## config.mk

```make
export PLATFORM = sky130hd
export DESIGN_NAME = j4_io_top
export DESIGN_NICKNAME = d
export VERILOG_FILES = /design/src/design/j4_io_pkg.sv /design/src/design/gpio_bank.sv /design/src/design/io_bus_stage.sv /design/src/design/io_read_mux.sv /design/src/design/j4_io_top.sv /design/src/design/task_slots.sv
export VERILOG_INCLUDE_DIRS = /design/src /design/src/design
export SDC_FILE = /design/constraint.sdc
export NUM_CORES = 1
export LEC_CHECK = 0
export BUFFER_PORTS_ARGS = -buffer_cell sky130_fd_sc_hd__buf_4
export CAP_MARGIN = 10
export CORE_UTILIZATION = 48
export CTS_CLUSTER_SIZE = 30
export DETAILED_ROUTE_END_ITERATION = 12
export HOLD_SLACK_MARGIN = 0.08
export PLACE_DENSITY = 0.85
export REMOVE_ABC_BUFFERS = 1
export SKIP_LAST_GASP = 1
export SYNTH_ARGS = -nofsm -noshare
export SYNTH_HDL_FRONTEND = slang
export SYNTH_SLANG_ARGS = --single-unit
export TNS_END_PERCENT = 5
```

## constraint.sdc

```tcl
create_clock -name clk -period 2.3 [get_ports clk]
set_clock_uncertainty 0.1 [all_clocks]
set_input_delay 0.115 -clock clk [delete_from_list [all_inputs] [get_ports clk]]
set_output_delay 0.115 -clock clk [all_outputs]
set_load 0.05 [all_outputs]
```

## src/design/j4_io_macros.svh

```systemverilog
`ifndef J4_IO_MACROS_SVH
`define J4_IO_MACROS_SVH

// Bus and port widths
`define J4_IO_WORD_W 16 // I/O data word and address
`define J4_IO_PORT_W 8  // GPIO and LED ports
`define J4_IO_MISC_W 3  // Misc output register
`define J4_IO_SLOTS  4  // CPU slots, slot 0 has no task word

// One-hot I/O address bits
`define BIT_PMOD       0
`define BIT_PMOD_DIR   1
`define BIT_LEDS       2
`define BIT_MISC_OUT   3
`define BIT_HDR1       4
`define BIT_HDR1_DIR   5
`define BIT_HDR2       6
`define BIT_HDR2_DIR   7
`define BIT_TASK1      8  // Task words for slots 1..3 sit on bits 8..10
`define BIT_TASK2      9
`define BIT_TASK3      10
`define BIT_MISC_IN    13
`define BIT_TASK_FETCH 14 // Read fetches own task, write kills slots
`define BIT_SLOT_ID    15

`define J4_IO_MISO_POS 2 // Flash MISO inside the misc input word

`endif

```

## src/design/j4_io_pkg.sv

```systemverilog
`default_nettype none

`include "j4_io_macros.svh"

package j4_io_pkg;

  // I/O data or address word
  typedef logic [`J4_IO_WORD_W-1:0] word_t;

  // Slot number, 0..3
  typedef logic [$clog2(`J4_IO_SLOTS)-1:0] slot_t;

  // Kill request, one bit per slot, bit n kills slot n
  typedef logic [`J4_IO_SLOTS-1:0] kill_t;

  // One CPU I/O request
  typedef struct packed {
    logic  rd;   // Read strobe, one cycle
    logic  wr;   // Write strobe, one cycle
    word_t addr; // One-hot device select
    word_t data; // Write data
    slot_t slot; // Requesting slot
  } io_req_t;

endpackage

`default_nettype wire

```

## src/design/gpio_bank.sv

```systemverilog
`timescale 1ns/1ps
`default_nettype none

// Output port with data register and optional direction register
// Direction bit 1 drives the pin, 0 leaves it as input
module gpio_bank #(
  parameter int WIDTH       = 8,
  parameter int DATA_BIT    = 0,    // Address bit of the data register
  parameter int DIR_BIT     = 1,    // Address bit of the direction register
  parameter bit OUTPUT_ONLY = 1'b0  // No direction register, always driven
) (
  input  wire                  clk,
  input  wire                  resetq,
  input  wire j4_io_pkg::io_req_t staged,
  input  wire [WIDTH-1:0]      pin_in,
  output logic [WIDTH-1:0]     pin_out,
  output logic [WIDTH-1:0]     pin_oe,
  output logic [WIDTH-1:0]     data_rd,
  output logic [WIDTH-1:0]     dir_rd
);

  logic data_we;

  assign data_we = staged.wr & staged.addr[DATA_BIT];

  // Output level register
  always_ff @(posedge clk) begin
    if (!resetq)
      pin_out <= '0;
    else if (data_we)
      pin_out <= staged.data[WIDTH-1:0]; // Low bits of the write word
  end

  generate
    if (OUTPUT_ONLY) begin : g_out_only
      assign pin_oe = '1; // Always driving
      assign dir_rd = '1;
    end else begin : g_dir
      logic             dir_we;
      logic [WIDTH-1:0] dir_q;

      assign dir_we = staged.wr & staged.addr[DIR_BIT];

      always_ff @(posedge clk) begin
        if (!resetq)
          dir_q <= '0; // All inputs after reset
        else if (dir_we)
          dir_q <= staged.data[WIDTH-1:0];
      end

      assign pin_oe = dir_q;
      assign dir_rd = dir_q;
    end
  endgenerate

  // Effective pin level, own drive where enabled, outside level elsewhere
  assign data_rd = (pin_out & pin_oe) | (pin_in & ~pin_oe);

endmodule

`default_nettype wire

```

## src/design/io_bus_stage.sv

```systemverilog
`timescale 1ns/1ps
`default_nettype none

// One cycle delay of the CPU I/O request, read data follows from the staged copy
module io_bus_stage (
  input  wire                  clk,
  input  wire                  resetq,
  input  wire j4_io_pkg::io_req_t req,
  output j4_io_pkg::io_req_t   staged
);

  logic strobe; // Any access this cycle

  assign strobe = req.rd | req.wr;

  always_ff @(posedge clk) begin
    if (!resetq) begin
      staged.rd   <= 1'b0;
      staged.wr   <= 1'b0;
      staged.addr <= '0; // Nothing selected out of reset
    end else begin
      staged.rd <= req.rd;
      staged.wr <= req.wr;
      // Idle cycles select no device at all
      if (strobe)
        staged.addr <= req.addr;
      else
        staged.addr <= '0;
    end
  end

  // Payload just follows
  always_ff @(posedge clk) begin
    staged.data <= req.data;
    staged.slot <= req.slot;
  end

endmodule

`default_nettype wire

```

## src/design/io_read_mux.sv

```systemverilog
`timescale 1ns/1ps
`default_nettype none

`include "j4_io_macros.svh"

// I/O read data, OR of every selected device
module io_read_mux (
  input  wire j4_io_pkg::io_req_t    staged,
  input  wire [`J4_IO_PORT_W-1:0]   pmod_in,
  input  wire [`J4_IO_PORT_W-1:0]   pmod_dir,
  input  wire [`J4_IO_PORT_W-1:0]   leds,
  input  wire [`J4_IO_PORT_W-1:0]   hdr1_in,
  input  wire [`J4_IO_PORT_W-1:0]   hdr1_dir,
  input  wire [`J4_IO_PORT_W-1:0]   hdr2_in,
  input  wire [`J4_IO_PORT_W-1:0]   hdr2_dir,
  input  wire [`J4_IO_MISC_W-1:0]   misc_out,
  input  wire                       flash_miso,
  input  wire j4_io_pkg::word_t     task_rd,
  output j4_io_pkg::word_t          io_din
);

  j4_io_pkg::word_t misc_in; // UART bits stay zero
  j4_io_pkg::word_t slot_id;

  assign misc_in = j4_io_pkg::word_t'(flash_miso) << `J4_IO_MISO_POS;
  assign slot_id = j4_io_pkg::word_t'(staged.slot);

  // Keep a zero-extended value only when its bit is selected
  function automatic j4_io_pkg::word_t pick(input logic sel, input j4_io_pkg::word_t val);
    return sel ? val : '0;
  endfunction

  always_comb begin
    io_din = task_rd; // Gated inside the task table
    io_din |= pick(staged.addr[`BIT_PMOD],     j4_io_pkg::word_t'(pmod_in));
    io_din |= pick(staged.addr[`BIT_PMOD_DIR], j4_io_pkg::word_t'(pmod_dir));
    io_din |= pick(staged.addr[`BIT_LEDS],     j4_io_pkg::word_t'(leds));
    io_din |= pick(staged.addr[`BIT_MISC_OUT], j4_io_pkg::word_t'(misc_out));
    io_din |= pick(staged.addr[`BIT_HDR1],     j4_io_pkg::word_t'(hdr1_in));
    io_din |= pick(staged.addr[`BIT_HDR1_DIR], j4_io_pkg::word_t'(hdr1_dir));
    io_din |= pick(staged.addr[`BIT_HDR2],     j4_io_pkg::word_t'(hdr2_in));
    io_din |= pick(staged.addr[`BIT_HDR2_DIR], j4_io_pkg::word_t'(hdr2_dir));
    io_din |= pick(staged.addr[`BIT_MISC_IN],  misc_in);
    io_din |= pick(staged.addr[`BIT_SLOT_ID],  slot_id); // Who is asking
  end

endmodule

`default_nettype wire

```

## src/design/j4_io_top.sv

```systemverilog
`timescale 1ns/1ps
`default_nettype none

`include "j4_io_macros.svh"

// I/O subsystem beside the J4 CPU
module j4_io_top (
  input  wire                       clk,
  input  wire                       resetq,
  input  wire j4_io_pkg::io_req_t   io_req,
  output wire j4_io_pkg::word_t     io_din,
  input  wire [`J4_IO_PORT_W-1:0]   pmod_in,
  output wire [`J4_IO_PORT_W-1:0]   pmod_out,
  output wire [`J4_IO_PORT_W-1:0]   pmod_oe,
  input  wire [`J4_IO_PORT_W-1:0]   hdr1_in,
  output wire [`J4_IO_PORT_W-1:0]   hdr1_out,
  output wire [`J4_IO_PORT_W-1:0]   hdr1_oe,
  input  wire [`J4_IO_PORT_W-1:0]   hdr2_in,
  output wire [`J4_IO_PORT_W-1:0]   hdr2_out,
  output wire [`J4_IO_PORT_W-1:0]   hdr2_oe,
  output wire [`J4_IO_PORT_W-1:0]   leds,
  output wire [`J4_IO_MISC_W-1:0]   misc_out,
  input  wire                       flash_miso,
  output wire j4_io_pkg::kill_t     kill_slot_rq
);

  wire j4_io_pkg::io_req_t  staged;
  wire [`J4_IO_PORT_W-1:0]  pmod_rd, pmod_dir;
  wire [`J4_IO_PORT_W-1:0]  hdr1_rd, hdr1_dir;
  wire [`J4_IO_PORT_W-1:0]  hdr2_rd, hdr2_dir;
  wire [`J4_IO_PORT_W-1:0]  leds_rd;
  wire [`J4_IO_MISC_W-1:0]  misc_rd;
  wire j4_io_pkg::word_t    task_rd;

  io_bus_stage i_stage (.clk, .resetq, .req(io_req), .staged);

  gpio_bank #(.WIDTH(`J4_IO_PORT_W), .DATA_BIT(`BIT_PMOD), .DIR_BIT(`BIT_PMOD_DIR)) i_pmod (
    .clk, .resetq, .staged, .pin_in(pmod_in), .pin_out(pmod_out), .pin_oe(pmod_oe),
    .data_rd(pmod_rd), .dir_rd(pmod_dir));

  gpio_bank #(.WIDTH(`J4_IO_PORT_W), .DATA_BIT(`BIT_HDR1), .DIR_BIT(`BIT_HDR1_DIR)) i_hdr1 (
    .clk, .resetq, .staged, .pin_in(hdr1_in), .pin_out(hdr1_out), .pin_oe(hdr1_oe),
    .data_rd(hdr1_rd), .dir_rd(hdr1_dir));

  gpio_bank #(.WIDTH(`J4_IO_PORT_W), .DATA_BIT(`BIT_HDR2), .DIR_BIT(`BIT_HDR2_DIR)) i_hdr2 (
    .clk, .resetq, .staged, .pin_in(hdr2_in), .pin_out(hdr2_out), .pin_oe(hdr2_oe),
    .data_rd(hdr2_rd), .dir_rd(hdr2_dir));

  // LEDs and misc out are always driven, no input level
  gpio_bank #(.WIDTH(`J4_IO_PORT_W), .DATA_BIT(`BIT_LEDS), .OUTPUT_ONLY(1'b1)) i_leds (
    .clk, .resetq, .staged, .pin_in('0), .pin_out(leds), .pin_oe(),
    .data_rd(leds_rd), .dir_rd());

  gpio_bank #(.WIDTH(`J4_IO_MISC_W), .DATA_BIT(`BIT_MISC_OUT), .OUTPUT_ONLY(1'b1)) i_misc (
    .clk, .resetq, .staged, .pin_in('0), .pin_out(misc_out), .pin_oe(),
    .data_rd(misc_rd), .dir_rd());

  task_slots i_tasks (.clk, .resetq, .staged, .rd_word(task_rd), .kill_slot_rq);

  io_read_mux i_rd_mux (
    .staged,
    .pmod_in   (pmod_rd),
    .pmod_dir,
    .leds      (leds_rd),
    .hdr1_in   (hdr1_rd),
    .hdr1_dir,
    .hdr2_in   (hdr2_rd),
    .hdr2_dir,
    .misc_out  (misc_rd),
    .flash_miso,
    .task_rd,
    .io_din
  );

endmodule

`default_nettype wire

```

## src/design/task_slots.sv

```systemverilog
`timescale 1ns/1ps
`default_nettype none

`include "j4_io_macros.svh"

// Task table for slots 1..3
// Any slot can set any task word, each slot fetches only its own
// A fetched word with bit 0 set runs once and is cleared
module task_slots (
  input  wire                  clk,
  input  wire                  resetq,
  input  wire j4_io_pkg::io_req_t staged,
  output j4_io_pkg::word_t     rd_word,
  output j4_io_pkg::kill_t     kill_slot_rq
);

  localparam int NSLOT = `J4_IO_SLOTS;

  j4_io_pkg::word_t task_q [1:NSLOT-1]; // Slot 0 has no entry
  j4_io_pkg::word_t fetch_word;         // Own task with run-once bit masked
  logic             fetch_rd;
  logic             kill_wr;

  assign fetch_rd = staged.rd & staged.addr[`BIT_TASK_FETCH];
  assign kill_wr  = staged.wr & staged.addr[`BIT_TASK_FETCH];

  // Look up the requesting slot's word
  always_comb begin
    fetch_word = '0; // Slot 0 always starts from zero
    for (int s = 1; s < NSLOT; s++) begin
      if (staged.slot == j4_io_pkg::slot_t'(s))
        fetch_word = {task_q[s][`J4_IO_WORD_W-1:1], 1'b0}; // Valid XTs are even
    end
  end

  // Read data, already gated by own address bits
  always_comb begin
    rd_word = staged.addr[`BIT_TASK_FETCH] ? fetch_word : '0;
    for (int s = 1; s < NSLOT; s++) begin
      if (staged.addr[`BIT_TASK1 + s - 1])
        rd_word = rd_word | task_q[s]; // Plain read, run-once bit kept
    end
  end

  always_ff @(posedge clk) begin
    if (!resetq) begin
      for (int s = 1; s < NSLOT; s++)
        task_q[s] <= '0; // Reset stops every task slot
      kill_slot_rq <= '0;
    end else begin
      // Pulse only, drops again on the next edge
      kill_slot_rq <= kill_wr ? staged.data[NSLOT-1:0] : '0;
      for (int s = 1; s < NSLOT; s++) begin
        if (staged.wr && staged.addr[`BIT_TASK1 + s - 1])
          task_q[s] <= staged.data;
        else if (fetch_rd && staged.slot == j4_io_pkg::slot_t'(s) && task_q[s][0])
          task_q[s] <= '0; // Run-once task consumed
      end
    end
  end

endmodule

`default_nettype wire

```

==> results.md <==
Outcome:
- The run finished with clean final reports.

Die:
- The I/O pin count is 142.
- For this configuration, the core starts out at a cell density of 49.9%.
- The die covers 13100 sq um.
- The die extent in x is 114 um.
- The height of the chip is 114 um.
- The core outline area is 12200 sq um.
- The site row count is 40.

Detailed routing:
- In the routed design, unresolved DRC markers number 0.
- The detailed router placed around 5500 vias in this run.
- The violation count after the first detailed-route iteration is 664.
- Using the TritonRoute via totals, the vias-per-cell ratio works out to 5.82.
- The routed wire length is about 18000 um.
- The number of nets still failing antenna checks after routing is 0.
- Dividing the detail-routed wire length by the instance count gives 19.3 um.
- The iteration count of the initial detailed-routing pass is 6.

Setup path:
- The signal arrival time at the worst endpoint is 2.07 ns.
- The setup path with the least slack is of type flop to output port.
- The worst-path maximum fanout is 19.
- STA puts the critical path data required time at 2.09 ns.
- The start point of the critical path is i_stage.staged[0]$_DFF_P_.
- In this run the critical register-to-register path is launched from i_stage.staged[27]$_SDFF_PN0_.
- STA classifies the critical path endpoint as an output port.
- The startpoint class of the critical path is a flop.

Timing:
- The final period utilization is 99.5%.
- The transition time of the tightest slew-check pin is 0.590 ns.
- The final-report setup violation count is 0.
- Once routing completed, OpenROAD measured the worst setup slack at about 0.013 ns.
- For the finished layout, the period the worst path requires is 2.29 ns.
- Timing would allow up to about 440 MHz.
- Setup repair after global routing could not meet its margin everywhere.
- Headroom to the max-slew limit came out at about three fifths.
- The final number of hold-violating endpoints is 0.
- The total count of max-transition violations in the final report is 0.

Cells and area:
- Of the cells placed in the final design, the portion with a size suffix greater than 1 is 26.0%.
- The commonest non-fill, non-tap cell in the layout is buf_4.
- After routing the design area is roughly 8300 sq um.
- The finished layout holds 938 standard cells, fillers aside.
- The final-layout fill cell count is ~880.
- The repair_antennas step left the layout with diodes totalling 0.
- The share of the core filled with cells is roughly 68%.
- The area added between synthesis and finish is 37.0%.
- The final net count is 820.
- The library cells used most frequently in the layout, excluding fill and tap cells, are buf_4 (156), dfxtp_1 (91), nand2_1 (73), nand3_1 (68), a21boi_1 (59).

Logic synthesis:
- The cell count after synthesis is 588.
- Synthesis inferred 145 register bits.
- Among all flip-flop cells after synthesis, the most frequent one is dfxtp_1.
- The count of flip-flops with a built-in enable after synthesis is 48.
- The count of unique library cells instantiated by Yosys is 32.
- The portion of the post-synthesis area used by sequential elements is 55.7%.
- The post-synthesis instance area is 6070 sq um.
- The share of flip-flops with an asynchronous set or reset after synthesis is 0%.
- Each instance of the synthesized netlist takes up on average slightly above 10 sq um.
- The Yosys step of the flow raised 0 warnings.

Clock tree:
- The clock slew at the register clock pins of the worst setup and hold paths is about 0.060 ns.
- The number of CTS-inserted buffers is 17.
- The clock passes through at most 2 buffers.
- The TritonCTS clock tree is done.
- CTS built an H-tree with a depth of 4.
- The sink count of the clock tree is 145.
- The clock root buffer is clkbuf_16.
- At the later pin of the worst-skew pair, clock insertion delay measures around 0.42 ns.

Power and ir drop:
- The overall power consumption is ~0.0066 W.
- In this run the static leakage power is 3.30 nW.
- VDD sags by at most 487 uV.
- The total power per unit cell area is 794 nW/um^2.

Min path:
- The path class of the lowest-slack min-delay path is input port to flop.
- In this run the most critical hold path is launched from io_req[3].

Global route:
- The first global-routing pass estimated roughly 28000 um of wire.
- The number of antenna violations at the first check in global routing is 0.
- Entering global routing, the biggest net connects 36 pins.
- The number of global-route vias before repair is 5263.
- The final global-route overflow total is 0.
- For this run, the total global-route usage over all layers was measured as 28.3%.

Place:
- The placed wire-length estimate is 11900 um.
- Summing all placed instances gives a cell area of 7280 sq um.
- After detailed placement, the design holds a cell count of 869.
- The routability congestion estimate from global placement is 0.910.
- The worst slack after detailed placement is 0.226 ns.
- The number of input and output port buffers inserted is 139.

Job:
- The max-capacitance violation count is 0.
==> state kept, by name, indices dropped and copies added (netlist names), 8 cells and up <==
name,flops
i_leds.data_rd,8
i_tasks.task_q,48
i_pmod.pin_out,8
i_pmod.dir_rd,8
i_hdr1.dir_rd,8
i_hdr2.dir_rd,8
i_hdr2.pin_out,8
i_stage.staged,34
i_hdr1.pin_out,8
==> layout make-up <==
cell class	count	area, sq um	share of cell area [%]
flip-flops and latches	145	3390	40.8
multi-input cells	392	2490	29.9
repair buffers	196	1580	19.0
clock buffers	21	472	5.67
well taps	168	210	2.53
clock inverters	11	158	1.89
inverters	5	18.8	0.226
==> final timing paths <==
| path | slack, ns | cells past startpoint | to |
|---|---|---|---|
| hold / removal | 0.24 | 2 | i_stage.staged[3]$_DFF_P_ |
| hold reg to reg | 0.37 | 2 | i_hdr1.pin_out[7]$_SDFFE_PN0P_ |
| setup / recovery | 0.01 | 5 | io_din[2] |
| setup reg to reg | 0.58 | 3 | i_tasks.task_q[0][44]$_SDFFCE_PP0P_ |
==> power breakdown <==
| part | internal, W | switching (W) | total, W | leakage, nW |
|---|---|---|---|---|
| sequential | 0.00275 | 0.000125 | 0.00287 | 1.29 |
| clock | 0.00189 | 0.00103 | 0.00292 | 0.305 |
| combinational | 0.000334 | 0.000478 | 0.000812 | 1.71 |
| total | 0.00498 | 0.00163 | 0.00661 | 3.30 |
==> cells in the mapped netlist, types with 8 or more instances <==
master / count / area (sq um)
edfxtp_1: 48 / 1440
a222oi_1: 8 / 80.1
a21boi_1: 59 / 443
and2_1: 54 / 338
a22oi_1: 19 / 143
a221o_1: 8 / 80.1
dfxtp_1: 97 / 1940
nor2b_1: 22 / 138
nand2_1: 73 / 274
mux2i_1: 31 / 310
clkbuf_1: 34 / 128
nand3_1: 68 / 340
o22ai_1: 8 / 50.1
==> worst max-delay path: stages, from the launching register on <==
cell      delay [ns]
dfxtp_1         0.37
buf_12          0.18
mux2i_1         0.20
a211oi_1        0.11
or4_4           0.58
buf_4           0.21
==> logic make-up after synthesis <==
kind of cell / Yosys count / synth area share (%)
muxes: 31 / 5.11
buffers and inverters: 51 / 3.69
and+or+nand+nor: 237 / 19.9
AOI/OAI and AO/OA: 124 / 15.6
DFF: 145 / 55.7
==> repair_timing <==
item	in CTS	in global routing
gates resized for setup	8	7
endpoints found under the hold margin	58	0
pin swaps	1	3
gates cloned	0	0
setup endpoints to repair	16	8
setup buffers	0	0
hold buffers	37	0
==> metrics by stage <==
step                hold WS [ns]  setup TNS (ns)
finish                     0.238               0
floorplan                 0.0427          -15.50
detailed placement         0.120               0
global route               0.238          -0.191
global placement           0.120               0
CTS                        0.225        -0.00658
==> per-layer routing <==
layer	global-route usage, %	wire, um
met1	35.3	7040
met2	46.7	8830
met4	12.6	512
met3	6.46	1670
met5	0	0
Power figures use the tool's default switching activity.
